==> src/design/core_pkg.sv <==
`default_nettype none

package core_pkg;

    localparam int XLEN       = 32;
    localparam int REG_ADDR_W = 5;

    // IR_NOP is also the pipeline bubble
    typedef enum logic [3:0] {
        IR_NOP,
        IR_OP,
        IR_OPIMM,
        IR_LUI,
        IR_AUIPC,
        IR_JAL,
        IR_JALR,
        IR_BRANCH
    } ir_type_e;

    typedef enum logic [3:0] {
        ALU_ADD,
        ALU_SUB,
        ALU_SLL,
        ALU_SLT,
        ALU_SLTU,
        ALU_XOR,
        ALU_SRL,
        ALU_SRA,
        ALU_OR,
        ALU_AND
    } alu_op_e;

    typedef enum logic [1:0] {
        FWD_RF,
        FWD_EX,
        FWD_WB
    } fwd_sel_e;

    // Opcode classes that the core does not run become bubbles
    function automatic ir_type_e ir_type_of(input logic [XLEN-1:0] ir);
        ir_type_e t;
        case (ir[6:0])
            7'b0110011: t = IR_OP;
            7'b0010011: t = IR_OPIMM;
            7'b0110111: t = IR_LUI;
            7'b0010111: t = IR_AUIPC;
            7'b1101111: t = IR_JAL;
            7'b1100111: t = (ir[14:12] == 3'b000) ? IR_JALR : IR_NOP;
            // funct3 010 and 011 are reserved for branches
            7'b1100011: t = (ir[14:13] == 2'b01) ? IR_NOP : IR_BRANCH;
            default:    t = IR_NOP;
        endcase
        return t;
    endfunction

endpackage

`default_nettype wire

==> src/design/fetch_unit.sv <==
`default_nettype none

module fetch_unit
    import core_pkg::*;
#(
    parameter logic [XLEN-1:0] RESET_PC = '0
) (
    input  logic            clk,
    input  logic            i_arst_n,
    input  logic            i_freeze,
    input  logic            i_flush,
    input  logic [XLEN-1:0] i_redirect_pc,
    input  logic            i_pred_taken,
    input  logic [XLEN-1:0] i_pred_target,
    input  logic [XLEN-1:0] i_idt,
    output logic [XLEN-1:0] o_pc,
    output logic [XLEN-1:0] o_id_ir,
    output logic [XLEN-1:0] o_id_pc,
    output logic            o_id_pred_taken,
    output logic [XLEN-1:0] o_id_pred_target
);

    // All-zero word decodes as IR_NOP
    localparam logic [XLEN-1:0] NOP_WORD = '0;

    logic            if_ctrl;
    logic            if_pred_taken;
    logic [XLEN-1:0] pc_next;

    // Table hits only count for words that can transfer control
    assign if_ctrl       = ir_type_of(i_idt) inside {IR_JAL, IR_JALR, IR_BRANCH};
    assign if_pred_taken = i_pred_taken && if_ctrl;

    always_comb begin
        if (i_flush) begin
            pc_next = i_redirect_pc;
        end else if (if_pred_taken) begin
            pc_next = i_pred_target;
        end else begin
            pc_next = o_pc + XLEN'(4);
        end
    end

    always_ff @(posedge clk or negedge i_arst_n) begin
        if (!i_arst_n) begin
            o_pc <= RESET_PC;
        end else if (!i_freeze) begin
            o_pc <= pc_next;
        end
    end

    // IF/ID
    always_ff @(posedge clk or negedge i_arst_n) begin
        if (!i_arst_n) begin
            o_id_ir         <= NOP_WORD;
            o_id_pred_taken <= 1'b0;
        end else if (!i_freeze) begin
            o_id_ir         <= i_flush ? NOP_WORD : i_idt;
            o_id_pred_taken <= if_pred_taken && !i_flush;
        end
    end

    always_ff @(posedge clk) begin
        if (!i_freeze) begin
            o_id_pc          <= o_pc;
            o_id_pred_target <= i_pred_target;
        end
    end

    // JALR targets and table entries must keep the PC on a word boundary
    pc_aligned_a: assert property (@(posedge clk) disable iff (!i_arst_n)
        o_pc[1:0] == 2'b00)
        else $error("fetch PC %h not word aligned", o_pc);

endmodule

`default_nettype wire

==> src/design/decoder.sv <==
`default_nettype none

module decoder
    import core_pkg::*;
(
    input  logic                  clk,
    input  logic                  i_arst_n,
    input  logic                  i_freeze,
    input  logic                  i_flush,
    input  logic [XLEN-1:0]       i_ir,
    input  logic [XLEN-1:0]       i_pc,
    input  logic                  i_pred_taken,
    input  logic [XLEN-1:0]       i_pred_target,
    input  logic [XLEN-1:0]       i_rf_a,
    input  logic [XLEN-1:0]       i_rf_b,
    input  logic [XLEN-1:0]       i_ex_result,
    input  logic [XLEN-1:0]       i_wb_data,
    input  fwd_sel_e              i_fwd_a,
    input  fwd_sel_e              i_fwd_b,
    output logic [REG_ADDR_W-1:0] o_rs1,
    output logic [REG_ADDR_W-1:0] o_rs2,
    output ir_type_e              o_ex_type,
    output alu_op_e               o_ex_alu_op,
    output logic [XLEN-1:0]       o_ex_a,
    output logic [XLEN-1:0]       o_ex_b,
    output logic [XLEN-1:0]       o_ex_imm,
    output logic [XLEN-1:0]       o_ex_pc,
    output logic [REG_ADDR_W-1:0] o_ex_rd,
    output logic [2:0]            o_ex_funct3,
    output logic                  o_ex_pred_taken,
    output logic [XLEN-1:0]       o_ex_pred_target
);

    ir_type_e              id_type;
    alu_op_e               id_alu_op;
    logic                  id_alt;
    logic [XLEN-1:0]       id_imm;
    logic [REG_ADDR_W-1:0] id_rd;

    function automatic logic [XLEN-1:0] pick(input fwd_sel_e sel, input logic [XLEN-1:0] rf,
                                             input logic [XLEN-1:0] ex,
                                             input logic [XLEN-1:0] wb);
        case (sel)
            FWD_EX:  return ex;
            FWD_WB:  return wb;
            default: return rf;
        endcase
    endfunction

    assign id_type = ir_type_of(i_ir);
    assign o_rs1   = i_ir[19:15];
    assign o_rs2   = i_ir[24:20];
    assign id_rd   = (id_type == IR_NOP || id_type == IR_BRANCH) ? '0 : i_ir[11:7];

    // Bit 30 picks SUB only for register ops, SRA for both
    assign id_alt = i_ir[30] && (id_type == IR_OP || i_ir[14:12] == 3'b101);

    always_comb begin
        id_alu_op = ALU_ADD;
        if (id_type == IR_OP || id_type == IR_OPIMM) begin
            case (i_ir[14:12])
                3'b000:  id_alu_op = id_alt ? ALU_SUB : ALU_ADD;
                3'b001:  id_alu_op = ALU_SLL;
                3'b010:  id_alu_op = ALU_SLT;
                3'b011:  id_alu_op = ALU_SLTU;
                3'b100:  id_alu_op = ALU_XOR;
                3'b101:  id_alu_op = id_alt ? ALU_SRA : ALU_SRL;
                3'b110:  id_alu_op = ALU_OR;
                default: id_alu_op = ALU_AND;
            endcase
        end
    end

    always_comb begin
        case (id_type)
            IR_LUI, IR_AUIPC: id_imm = {i_ir[31:12], 12'b0};
            IR_JAL:    id_imm = {{12{i_ir[31]}}, i_ir[19:12], i_ir[20], i_ir[30:21], 1'b0};
            IR_BRANCH: id_imm = {{20{i_ir[31]}}, i_ir[7], i_ir[30:25], i_ir[11:8], 1'b0};
            default:   id_imm = {{20{i_ir[31]}}, i_ir[31:20]};
        endcase
    end

    // ID/EX
    always_ff @(posedge clk or negedge i_arst_n) begin
        if (!i_arst_n) begin
            o_ex_type       <= IR_NOP;
            o_ex_rd         <= '0;
            o_ex_pred_taken <= 1'b0;
        end else if (!i_freeze) begin
            o_ex_type       <= i_flush ? IR_NOP : id_type;
            o_ex_rd         <= i_flush ? '0 : id_rd;
            o_ex_pred_taken <= i_pred_taken && !i_flush;
        end
    end

    always_ff @(posedge clk) begin
        if (!i_freeze) begin
            o_ex_alu_op      <= id_alu_op;
            o_ex_a           <= pick(i_fwd_a, i_rf_a, i_ex_result, i_wb_data);
            o_ex_b           <= pick(i_fwd_b, i_rf_b, i_ex_result, i_wb_data);
            o_ex_imm         <= id_imm;
            o_ex_pc          <= i_pc;
            o_ex_funct3      <= i_ir[14:12];
            o_ex_pred_target <= i_pred_target;
        end
    end

endmodule

`default_nettype wire

==> src/design/reg_file.sv <==
`default_nettype none

module reg_file
    import core_pkg::*;
(
    input  logic                  clk,
    input  logic                  i_arst_n,
    input  logic                  i_we,
    input  logic [REG_ADDR_W-1:0] i_waddr,
    input  logic [XLEN-1:0]       i_wdata,
    input  logic [REG_ADDR_W-1:0] i_raddr_a,
    input  logic [REG_ADDR_W-1:0] i_raddr_b,
    output logic [XLEN-1:0]       o_rdata_a,
    output logic [XLEN-1:0]       o_rdata_b
);

    logic [XLEN-1:0] regs [2**REG_ADDR_W];

    // Same-cycle write is visible to the reader
    function automatic logic [XLEN-1:0] rd_port(input logic [REG_ADDR_W-1:0] addr,
                                                input logic [XLEN-1:0] stored);
        if (addr == '0) begin
            return '0;
        end else if (i_we && i_waddr == addr) begin
            return i_wdata;
        end
        return stored;
    endfunction

    always_comb begin
        o_rdata_a = rd_port(i_raddr_a, regs[i_raddr_a]);
        o_rdata_b = rd_port(i_raddr_b, regs[i_raddr_b]);
    end

    always_ff @(posedge clk or negedge i_arst_n) begin
        if (!i_arst_n) begin
            for (int i = 0; i < 2**REG_ADDR_W; i++) begin
                regs[i] <= '0;
            end
        end else if (i_we && i_waddr != '0) begin
            regs[i_waddr] <= i_wdata;
        end
    end

endmodule

`default_nettype wire

==> src/design/execute_unit.sv <==
`default_nettype none

module execute_unit
    import core_pkg::*;
(
    input  logic                  clk,
    input  logic                  i_arst_n,
    input  logic                  i_freeze,
    input  ir_type_e              i_type,
    input  alu_op_e               i_alu_op,
    input  logic [XLEN-1:0]       i_a,
    input  logic [XLEN-1:0]       i_b,
    input  logic [XLEN-1:0]       i_imm,
    input  logic [XLEN-1:0]       i_pc,
    input  logic [REG_ADDR_W-1:0] i_rd,
    input  logic [2:0]            i_funct3,
    input  logic                  i_pred_taken,
    input  logic [XLEN-1:0]       i_pred_target,
    output logic [XLEN-1:0]       o_result,
    output logic                  o_redirect,
    output logic [XLEN-1:0]       o_target,
    output logic                  o_upd_en,
    output logic [XLEN-1:0]       o_upd_pc,
    output logic                  o_upd_taken,
    output logic [XLEN-1:0]       o_upd_target,
    output logic                  o_wb_en,
    output logic [REG_ADDR_W-1:0] o_wb_addr,
    output logic [XLEN-1:0]       o_wb_data
);

    logic            is_ctrl;
    logic            cond;
    logic            taken;
    logic            wb_valid;
    logic [XLEN-1:0] op_b;
    logic [XLEN-1:0] alu_out;
    logic [XLEN-1:0] pc_plus4;
    logic [XLEN-1:0] jump_target;
    logic [XLEN-1:0] pred_next;

    assign op_b     = (i_type == IR_OP) ? i_b : i_imm;
    assign pc_plus4 = i_pc + XLEN'(4);

    always_comb begin
        case (i_alu_op)
            ALU_SUB:  alu_out = i_a - op_b;
            ALU_SLL:  alu_out = i_a << op_b[4:0];
            ALU_SLT:  alu_out = XLEN'($signed(i_a) < $signed(op_b));
            ALU_SLTU: alu_out = XLEN'(i_a < op_b);
            ALU_XOR:  alu_out = i_a ^ op_b;
            ALU_SRL:  alu_out = i_a >> op_b[4:0];
            ALU_SRA:  alu_out = $signed(i_a) >>> op_b[4:0];
            ALU_OR:   alu_out = i_a | op_b;
            ALU_AND:  alu_out = i_a & op_b;
            default:  alu_out = i_a + op_b;
        endcase
    end

    always_comb begin
        case (i_type)
            IR_LUI:          o_result = i_imm;
            IR_AUIPC:        o_result = i_pc + i_imm;
            IR_JAL, IR_JALR: o_result = pc_plus4;
            default:         o_result = alu_out;
        endcase
    end

    always_comb begin
        case (i_funct3)
            3'b000:  cond = i_a == i_b;
            3'b001:  cond = i_a != i_b;
            3'b100:  cond = $signed(i_a) < $signed(i_b);
            3'b101:  cond = $signed(i_a) >= $signed(i_b);
            3'b110:  cond = i_a < i_b;
            default: cond = i_a >= i_b;
        endcase
    end

    assign is_ctrl     = i_type inside {IR_JAL, IR_JALR, IR_BRANCH};
    assign taken       = i_type == IR_JAL || i_type == IR_JALR || (i_type == IR_BRANCH && cond);
    assign jump_target = (i_type == IR_JALR) ? (i_a + i_imm) & ~XLEN'(1) : i_pc + i_imm;

    // Mispredicted when the fetched successor differs from the real one
    assign o_target   = taken ? jump_target : pc_plus4;
    assign pred_next  = i_pred_taken ? i_pred_target : pc_plus4;
    assign o_redirect = is_ctrl && (o_target != pred_next);

    assign o_upd_en     = is_ctrl && !i_freeze;
    assign o_upd_pc     = i_pc;
    assign o_upd_taken  = taken;
    assign o_upd_target = jump_target;

    // EX/WB
    always_ff @(posedge clk or negedge i_arst_n) begin
        if (!i_arst_n) begin
            wb_valid <= 1'b0;
        end else if (!i_freeze) begin
            wb_valid <= i_rd != '0;
        end
    end

    always_ff @(posedge clk) begin
        if (!i_freeze) begin
            o_wb_addr <= i_rd;
            o_wb_data <= o_result;
        end
    end

    // Held write-back is reported once when the freeze lifts
    assign o_wb_en = wb_valid && !i_freeze;

    // Flush leaves a bubble in EX that cannot redirect again
    redirect_bubble_a: assert property (@(posedge clk) disable iff (!i_arst_n)
        o_redirect && !i_freeze |=> i_type == IR_NOP && !o_redirect)
        else $error("EX not a bubble after redirect");

endmodule

`default_nettype wire

==> src/design/jump_predictor.sv <==
`default_nettype none

module jump_predictor
    import core_pkg::*;
#(
    parameter int PRED_ENTRIES = 16
) (
    input  logic            clk,
    input  logic            i_arst_n,
    input  logic [XLEN-1:0] i_pc,
    input  logic            i_upd_en,
    input  logic [XLEN-1:0] i_upd_pc,
    input  logic            i_upd_taken,
    input  logic [XLEN-1:0] i_upd_target,
    output logic            o_pred_taken,
    output logic [XLEN-1:0] o_pred_target
);

    localparam int IDX_W = $clog2(PRED_ENTRIES);
    localparam int TAG_W = XLEN - IDX_W - 2;

    logic [PRED_ENTRIES-1:0] valid;
    logic [TAG_W-1:0]        tags    [PRED_ENTRIES];
    logic [XLEN-1:0]         targets [PRED_ENTRIES];
    logic [IDX_W-1:0]        rd_idx;
    logic [IDX_W-1:0]        wr_idx;

    // Word index from the low PC bits
    assign rd_idx = i_pc[IDX_W+1:2];
    assign wr_idx = i_upd_pc[IDX_W+1:2];

    assign o_pred_taken  = valid[rd_idx] && tags[rd_idx] == i_pc[XLEN-1:IDX_W+2];
    assign o_pred_target = targets[rd_idx];

    // Not-taken outcome drops the entry
    always_ff @(posedge clk or negedge i_arst_n) begin
        if (!i_arst_n) begin
            valid <= '0;
        end else if (i_upd_en) begin
            valid[wr_idx] <= i_upd_taken;
        end
    end

    always_ff @(posedge clk) begin
        if (i_upd_en && i_upd_taken) begin
            tags[wr_idx]    <= i_upd_pc[XLEN-1:IDX_W+2];
            targets[wr_idx] <= i_upd_target;
        end
    end

endmodule

`default_nettype wire

==> src/design/pipeline_ctrl.sv <==
`default_nettype none

module pipeline_ctrl
    import core_pkg::*;
(
    input  logic                  i_acki_n,
    input  logic                  i_ex_redirect,
    input  logic [REG_ADDR_W-1:0] i_id_rs1,
    input  logic [REG_ADDR_W-1:0] i_id_rs2,
    input  logic [REG_ADDR_W-1:0] i_ex_rd,
    input  logic                  i_ex_writes,
    input  logic [REG_ADDR_W-1:0] i_wb_rd,
    input  logic                  i_wb_en,
    output logic                  o_freeze,
    output logic                  o_flush,
    output fwd_sel_e              o_fwd_a,
    output fwd_sel_e              o_fwd_b
);

    // Younger producer wins and x0 is never forwarded
    function automatic fwd_sel_e fwd_of(input logic [REG_ADDR_W-1:0] rs,
                                        input logic [REG_ADDR_W-1:0] ex_rd,
                                        input logic                  ex_writes,
                                        input logic [REG_ADDR_W-1:0] wb_rd,
                                        input logic                  wb_en);
        if (rs == '0) begin
            return FWD_RF;
        end else if (ex_writes && rs == ex_rd) begin
            return FWD_EX;
        end else if (wb_en && rs == wb_rd) begin
            return FWD_WB;
        end
        return FWD_RF;
    endfunction

    // Instruction memory not ready stalls every stage
    assign o_freeze = i_acki_n;
    assign o_flush  = i_ex_redirect && !o_freeze;

    always_comb begin
        o_fwd_a = fwd_of(i_id_rs1, i_ex_rd, i_ex_writes, i_wb_rd, i_wb_en);
        o_fwd_b = fwd_of(i_id_rs2, i_ex_rd, i_ex_writes, i_wb_rd, i_wb_en);
    end

endmodule

`default_nettype wire

==> src/design/core_top.sv <==
`default_nettype none

module core_top
    import core_pkg::*;
#(
    parameter logic [XLEN-1:0] RESET_PC     = '0,
    parameter int              PRED_ENTRIES = 16
) (
    input  logic                  clk,
    input  logic                  i_arst_n,

    // Instruction memory
    output logic [XLEN-1:0]       o_iad,
    input  logic [XLEN-1:0]       i_idt,
    input  logic                  i_acki_n,

    // Retire port
    output logic                  o_wb_en,
    output logic [REG_ADDR_W-1:0] o_wb_addr,
    output logic [XLEN-1:0]       o_wb_data
);

    // IF
    logic [XLEN-1:0]       if_pc;
    logic                  pred_taken;
    logic [XLEN-1:0]       pred_target;

    // IF/ID
    logic [XLEN-1:0]       id_ir;
    logic [XLEN-1:0]       id_pc;
    logic                  id_pred_taken;
    logic [XLEN-1:0]       id_pred_target;

    // ID
    logic [REG_ADDR_W-1:0] id_rs1;
    logic [REG_ADDR_W-1:0] id_rs2;
    logic [XLEN-1:0]       rf_a;
    logic [XLEN-1:0]       rf_b;

    // ID/EX
    ir_type_e              ex_type;
    alu_op_e               ex_alu_op;
    logic [XLEN-1:0]       ex_a;
    logic [XLEN-1:0]       ex_b;
    logic [XLEN-1:0]       ex_imm;
    logic [XLEN-1:0]       ex_pc;
    logic [REG_ADDR_W-1:0] ex_rd;
    logic [2:0]            ex_funct3;
    logic                  ex_pred_taken;
    logic [XLEN-1:0]       ex_pred_target;

    // EX
    logic [XLEN-1:0]       ex_result;
    logic                  ex_redirect;
    logic [XLEN-1:0]       ex_target;
    logic                  upd_en;
    logic [XLEN-1:0]       upd_pc;
    logic                  upd_taken;
    logic [XLEN-1:0]       upd_target;

    // Control
    logic                  freeze;
    logic                  flush;
    fwd_sel_e              fwd_a;
    fwd_sel_e              fwd_b;

    assign o_iad = if_pc;

    fetch_unit #(
        .RESET_PC(RESET_PC)
    ) fetch_unit_i (
        .clk(clk),
        .i_arst_n(i_arst_n),
        .i_freeze(freeze),
        .i_flush(flush),
        .i_redirect_pc(ex_target),
        .i_pred_taken(pred_taken),
        .i_pred_target(pred_target),
        .i_idt(i_idt),
        .o_pc(if_pc),
        .o_id_ir(id_ir),
        .o_id_pc(id_pc),
        .o_id_pred_taken(id_pred_taken),
        .o_id_pred_target(id_pred_target)
    );

    jump_predictor #(
        .PRED_ENTRIES(PRED_ENTRIES)
    ) jump_predictor_i (
        .clk(clk),
        .i_arst_n(i_arst_n),
        .i_pc(if_pc),
        .i_upd_en(upd_en),
        .i_upd_pc(upd_pc),
        .i_upd_taken(upd_taken),
        .i_upd_target(upd_target),
        .o_pred_taken(pred_taken),
        .o_pred_target(pred_target)
    );

    decoder decoder_i (
        .clk(clk),
        .i_arst_n(i_arst_n),
        .i_freeze(freeze),
        .i_flush(flush),
        .i_ir(id_ir),
        .i_pc(id_pc),
        .i_pred_taken(id_pred_taken),
        .i_pred_target(id_pred_target),
        .i_rf_a(rf_a),
        .i_rf_b(rf_b),
        .i_ex_result(ex_result),
        .i_wb_data(o_wb_data),
        .i_fwd_a(fwd_a),
        .i_fwd_b(fwd_b),
        .o_rs1(id_rs1),
        .o_rs2(id_rs2),
        .o_ex_type(ex_type),
        .o_ex_alu_op(ex_alu_op),
        .o_ex_a(ex_a),
        .o_ex_b(ex_b),
        .o_ex_imm(ex_imm),
        .o_ex_pc(ex_pc),
        .o_ex_rd(ex_rd),
        .o_ex_funct3(ex_funct3),
        .o_ex_pred_taken(ex_pred_taken),
        .o_ex_pred_target(ex_pred_target)
    );

    reg_file reg_file_i (
        .clk(clk),
        .i_arst_n(i_arst_n),
        .i_we(o_wb_en),
        .i_waddr(o_wb_addr),
        .i_wdata(o_wb_data),
        .i_raddr_a(id_rs1),
        .i_raddr_b(id_rs2),
        .o_rdata_a(rf_a),
        .o_rdata_b(rf_b)
    );

    execute_unit execute_unit_i (
        .clk(clk),
        .i_arst_n(i_arst_n),
        .i_freeze(freeze),
        .i_type(ex_type),
        .i_alu_op(ex_alu_op),
        .i_a(ex_a),
        .i_b(ex_b),
        .i_imm(ex_imm),
        .i_pc(ex_pc),
        .i_rd(ex_rd),
        .i_funct3(ex_funct3),
        .i_pred_taken(ex_pred_taken),
        .i_pred_target(ex_pred_target),
        .o_result(ex_result),
        .o_redirect(ex_redirect),
        .o_target(ex_target),
        .o_upd_en(upd_en),
        .o_upd_pc(upd_pc),
        .o_upd_taken(upd_taken),
        .o_upd_target(upd_target),
        .o_wb_en(o_wb_en),
        .o_wb_addr(o_wb_addr),
        .o_wb_data(o_wb_data)
    );

    pipeline_ctrl pipeline_ctrl_i (
        .i_acki_n(i_acki_n),
        .i_ex_redirect(ex_redirect),
        .i_id_rs1(id_rs1),
        .i_id_rs2(id_rs2),
        .i_ex_rd(ex_rd),
        .i_ex_writes(ex_type != IR_NOP),
        .i_wb_rd(o_wb_addr),
        .i_wb_en(o_wb_en),
        .o_freeze(freeze),
        .o_flush(flush),
        .o_fwd_a(fwd_a),
        .o_fwd_b(fwd_b)
    );

endmodule

`default_nettype wire

==> config.mk <==
export PLATFORM = sky130hd
export DESIGN_NAME = core_top
export DESIGN_NICKNAME = d
export VERILOG_FILES = /design/src/design/core_pkg.sv /design/src/design/fetch_unit.sv /design/src/design/decoder.sv /design/src/design/reg_file.sv /design/src/design/execute_unit.sv /design/src/design/jump_predictor.sv /design/src/design/pipeline_ctrl.sv /design/src/design/core_top.sv
export SDC_FILE = /design/constraint.sdc
export NUM_CORES = 2
export LEC_CHECK = 0
export BUFFER_PORTS_ARGS = -buffer_cell sky130_fd_sc_hd__buf_4
export CORE_UTILIZATION = 50
export DETAILED_ROUTE_END_ITERATION = 16
export GPL_ROUTABILITY_DRIVEN = 1
export PLACE_DENSITY = 0.72
export REMOVE_ABC_BUFFERS = 1
export SYNTH_ARGS = -nofsm -noshare
export SYNTH_HDL_FRONTEND = slang
export SYNTH_SLANG_ARGS = --single-unit
==> constraint.sdc <==
create_clock -name clk -period 6.9 [get_ports clk]
set_clock_uncertainty 0.1 [all_clocks]
set_input_delay 0.69 -clock clk [delete_from_list [all_inputs] [get_ports clk]]
set_output_delay 0.69 -clock clk [all_outputs]
set_load 0.01 [all_outputs]
==> metrics.cfg <==
[status]
status = complete, no violations

[critical_path]
r2r_slack_ps = 600
reg2reg_from = decoder_i.o_ex_pc[7]$_DFFE_PN_
end_kind = flip-flop
crit_path_start = decoder_i.o_ex_pc[7]$_DFFE_PN_
required_ps = 7530
slowest_delay_ps = 830
critPathLaunchType = flip-flop
rr_worst_depth = 16
critPathSlowestCell = edfxtp_1
crit_top_cell = a21o_1
crit_path_cell_trace = ha_1 -> a21o_1 -> a21o_1 -> a21oi_1 -> a311oi_2 -> a2111oi_2 -> a2111oi_2 -> o2111ai_1 -> a21o_1 -> o2111ai_1 -> nor4bb_1 -> a41oi_1 -> nor2_4 -> buf_4 -> a221o_1 -> o221ai_1
critPathKind = flip-flop to flip-flop
crit_arrival_ps = 6930
r2r_end = fetch_unit_i.o_pc[8]$_DFFE_PN0N_
cp_max_fo = 36
crit_path_end = fetch_unit_i.o_pc[8]$_DFFE_PN0N_

[global_routing]
gr-max-usage-layer = met2
overflow = 0
use_met2_pct = 51.3
grt.total_usage_pct = 32.4
grt_pass1_vias = 81000
grt_max_degree = 185
grt_pass1_wl_mm = 573
antenna_found_initial = 12
grt_util_met3_pct = 6.13
met1_usage_pct = 43.1

[routing]
drt_iter0_markers = 9816
wl_mm = 396
vias_per_cell = 6.84
antenna_left = 0
wl_per_cell_um = 33.6
vias = 80400
drt_drc_violations_left = 0
drt-pass1-iter-count = 7

[finish]
top_register = reg_file_i.regs
fillCellCount = 18600
drive_gt1_share_pct = 33.1
final_nets = 8599
largest_reg_flops = 1024
top_regs = reg_file_i.regs (1024), jump_predictor_i.targets (512), jump_predictor_i.tags (416)
syn_to_final_growth_pct = 11.2

[cts]
cts_sinks = 2311
cts_tree = yes
post_cts_buffers = 0
numCtsBuffers = 234
clk_latency_ps = 920
htree_levels = 4
path_clk_slew_ps = 70
clockRootBuffer = clkbuf_16
cts_buffer_depth = 3

[yosys]
synth-seq-area-share_pct = 52.9
yosys_warnings = 0
synth_cell_types = 96
async_reset_ff_share_pct = 48.2
synthCells = 8387
synth_top_area_share_pct = 29.7
synthTopCellsByCount = edfxtp_1 (1196), dfrtp_1 (1115), mux2_2 (1033), mux4_2 (897), clkbuf_1 (516)
post-synth-top-area-cell = edfxtp_1
syn_avg_cell_area_um2 = 14.4
synth_area_mm2 = 0.121
yosys-top-cells-area = edfxtp_1 (30%), dfrtp_1 (23%), mux4_2 (17%), mux2_2 (9.6%), ha_1 (2.1%)
synth_most_common_cell = edfxtp_1
synth_edf_count = 1196
synth_ff_type = edfxtp_1
ys_seq_elements = 2311

[floorplan]
core_mm2 = 0.240
pin_count = 105
die_h_um = 493
fp-row-count = 180
die-area_mm2 = 0.243
start_util_pct = 50.2
die_w_um = 493

[timing]
slew_violations = 0
tightest_slew_ps = 1290
rsz0062_at_grt = no
fin_crit_ps = 6300
holdWs_ps = 61.8
max_clock_freq_ghz = 0.159
setup_violations = 0
finalHoldViolCount = 0
fin_crit_sh_pct = 91.3
worst_slack_ps = 598
slew_headroom_pct = 13.9

[power_and_ir_drop]
peakVddDrop_uv = 271
powerDensity_mw_per_mm2 = 292
p_leak_nw = 52.8

[hold_path]
hp-class = input port to flip-flop

[place]
dpl.hpwl_mm = 258
gp_congestion = 1.05
pre_cts_ws_ps = 691
portBuffers = 104

[flow_run]
drv_cap = 0

repair_timing:
item,CTS,global route
hold endpoints to repair,117,0
resized for setup,0,0
hold buffers,30,0
logic make-up (layout without fill, tap and decap cells):
family / count (synthesis) / after routing / share of synthesized area [%]
buffers and inverters: 885 / 1064 / 2.80
AO/OA/AOI/OAI: 1359 / 1359 / 7.42
multiplexers: 2175 / 2175 / 28.4
AND/OR/NAND/NOR: 1216 / 1216 / 4.65
flip-flops: 2311 / 2311 / 52.9
adder cells (fa/ha/maj): 203 / 203 / 2.13
other: 0 / 5 / 0
XOR/XNOR: 238 / 238 / 1.74
worst max-delay path: cells and delay by family, from the launching register on:
family / cells / cell delay, ps
compound gates: 12 / 3280
simple gates: 2 / 1010
flops: 1 / 830
buf+inv: 1 / 450
fa+ha+maj: 1 / 410
area by class of cell:
| class | instances | area [um^2] | share of cell area [%] |
|---|---|---|---|
| Multi-Input combinational cell | 5191 | 53900 | 40.2 |
| Antenna cell | 5 | 12.5 | 0.00932 |
| Inverter | 183 | 694 | 0.517 |
| Clock buffer | 339 | 6680 | 4.98 |
| Tap cell | 3185 | 3990 | 2.97 |
| Sequential cell | 2311 | 63900 | 47.6 |
| Clock inverter | 102 | 1200 | 0.896 |
| Timing Repair Buffer | 440 | 3910 | 2.91 |
report_power, final:
group	total (W)	leakage (nW)	internal (W)	switching, W
Combinational	0.00904	22.8	0.00396	0.00507
Clock	0.0130	3.85	0.00738	0.00562
Sequential	0.0171	26.1	0.0159	0.00120
cell usage in the layout, fill, tap and decap left out, types with 30 or more instances in the layout:
| cell type | n |
|---|---|
| o221ai_1 | 31 |
| and3_1 | 34 |
| mux4_2 | 897 |
| buf_12 | 42 |
| a21o_1 | 64 |
| a22oi_1 | 70 |
| a31oi_1 | 68 |
| nor3_1 | 68 |
| a211oi_1 | 32 |
| nand3_1 | 106 |
| edfxtp_1 | 1196 |
| clkbuf_1 | 63 |
| clkbuf_8 | 41 |
| xor2_1 | 81 |
| dlygate4sd3_1 | 30 |
| nor2b_1 | 31 |
| o21ai_0 | 373 |
| mux2i_1 | 240 |
| a21oi_1 | 234 |
| inv_1 | 173 |
| xnor2_1 | 154 |
| clkbuf_16 | 235 |
| o211ai_1 | 114 |
| clkinv_2 | 38 |
| nand2_1 | 460 |
| dfrtp_1 | 1102 |
| o22ai_1 | 57 |
| a221oi_1 | 61 |
| nor2_4 | 36 |
| buf_4 | 367 |
| nor2_1 | 254 |
| ha_1 | 198 |
| mux2_2 | 1033 |
| nand4_1 | 42 |
through the flow:
| step | power (W) | cell area [um^2] | instances | util (%) | setup TNS (ps) |
|---|---|---|---|---|---|
| CTS | 0.0391 | 134000 | 11800 | 55.9 | 0 |
| global route | 0.0403 | 134000 | 11800 | 55.9 | 0 |
| global placement | 0.0259 | 126000 | 11300 | 52.5 | 0 |
| detailed placement | 0.0262 | 126000 | 11300 | 52.5 | 0 |
| floorplan | 0.0235 | 118000 | 7685 | - | -2775120 |
| finish | 0.0392 | 134000 | 11800 | 55.9 | 0 |
routing by layer:
metal | vias up | routed length, um
met2 | 4495 | 186000
li1 | 32800 | -
met4 | 6 | 22600
met5 | - | 37
met1 | 42100 | 152000
met3 | 993 | 35200
how the worst min path moves through the flow:
stage                                            from                                    to  slack, ps  cells after the start
finish                                      i_idt[11]  fetch_unit_i.o_id_ir[11]$_DFFE_PN0N_         60                      3
global route                                 i_idt[8]   fetch_unit_i.o_id_ir[8]$_DFFE_PN0N_         50                      3
CTS                                         i_idt[11]  fetch_unit_i.o_id_ir[11]$_DFFE_PN0N_          5                      3
detailed placement  reg_file_i.regs[1011]$_DFFE_PN0P_     reg_file_i.regs[1011]$_DFFE_PN0P_        280                      0
global placement     reg_file_i.regs[999]$_DFFE_PN0P_      reg_file_i.regs[999]$_DFFE_PN0P_        280                      0
floorplan           reg_file_i.regs[1000]$_DFFE_PN0P_     reg_file_i.regs[1000]$_DFFE_PN0P_        270                      0
No activity file was read; power rests on OpenSTA's default activity.
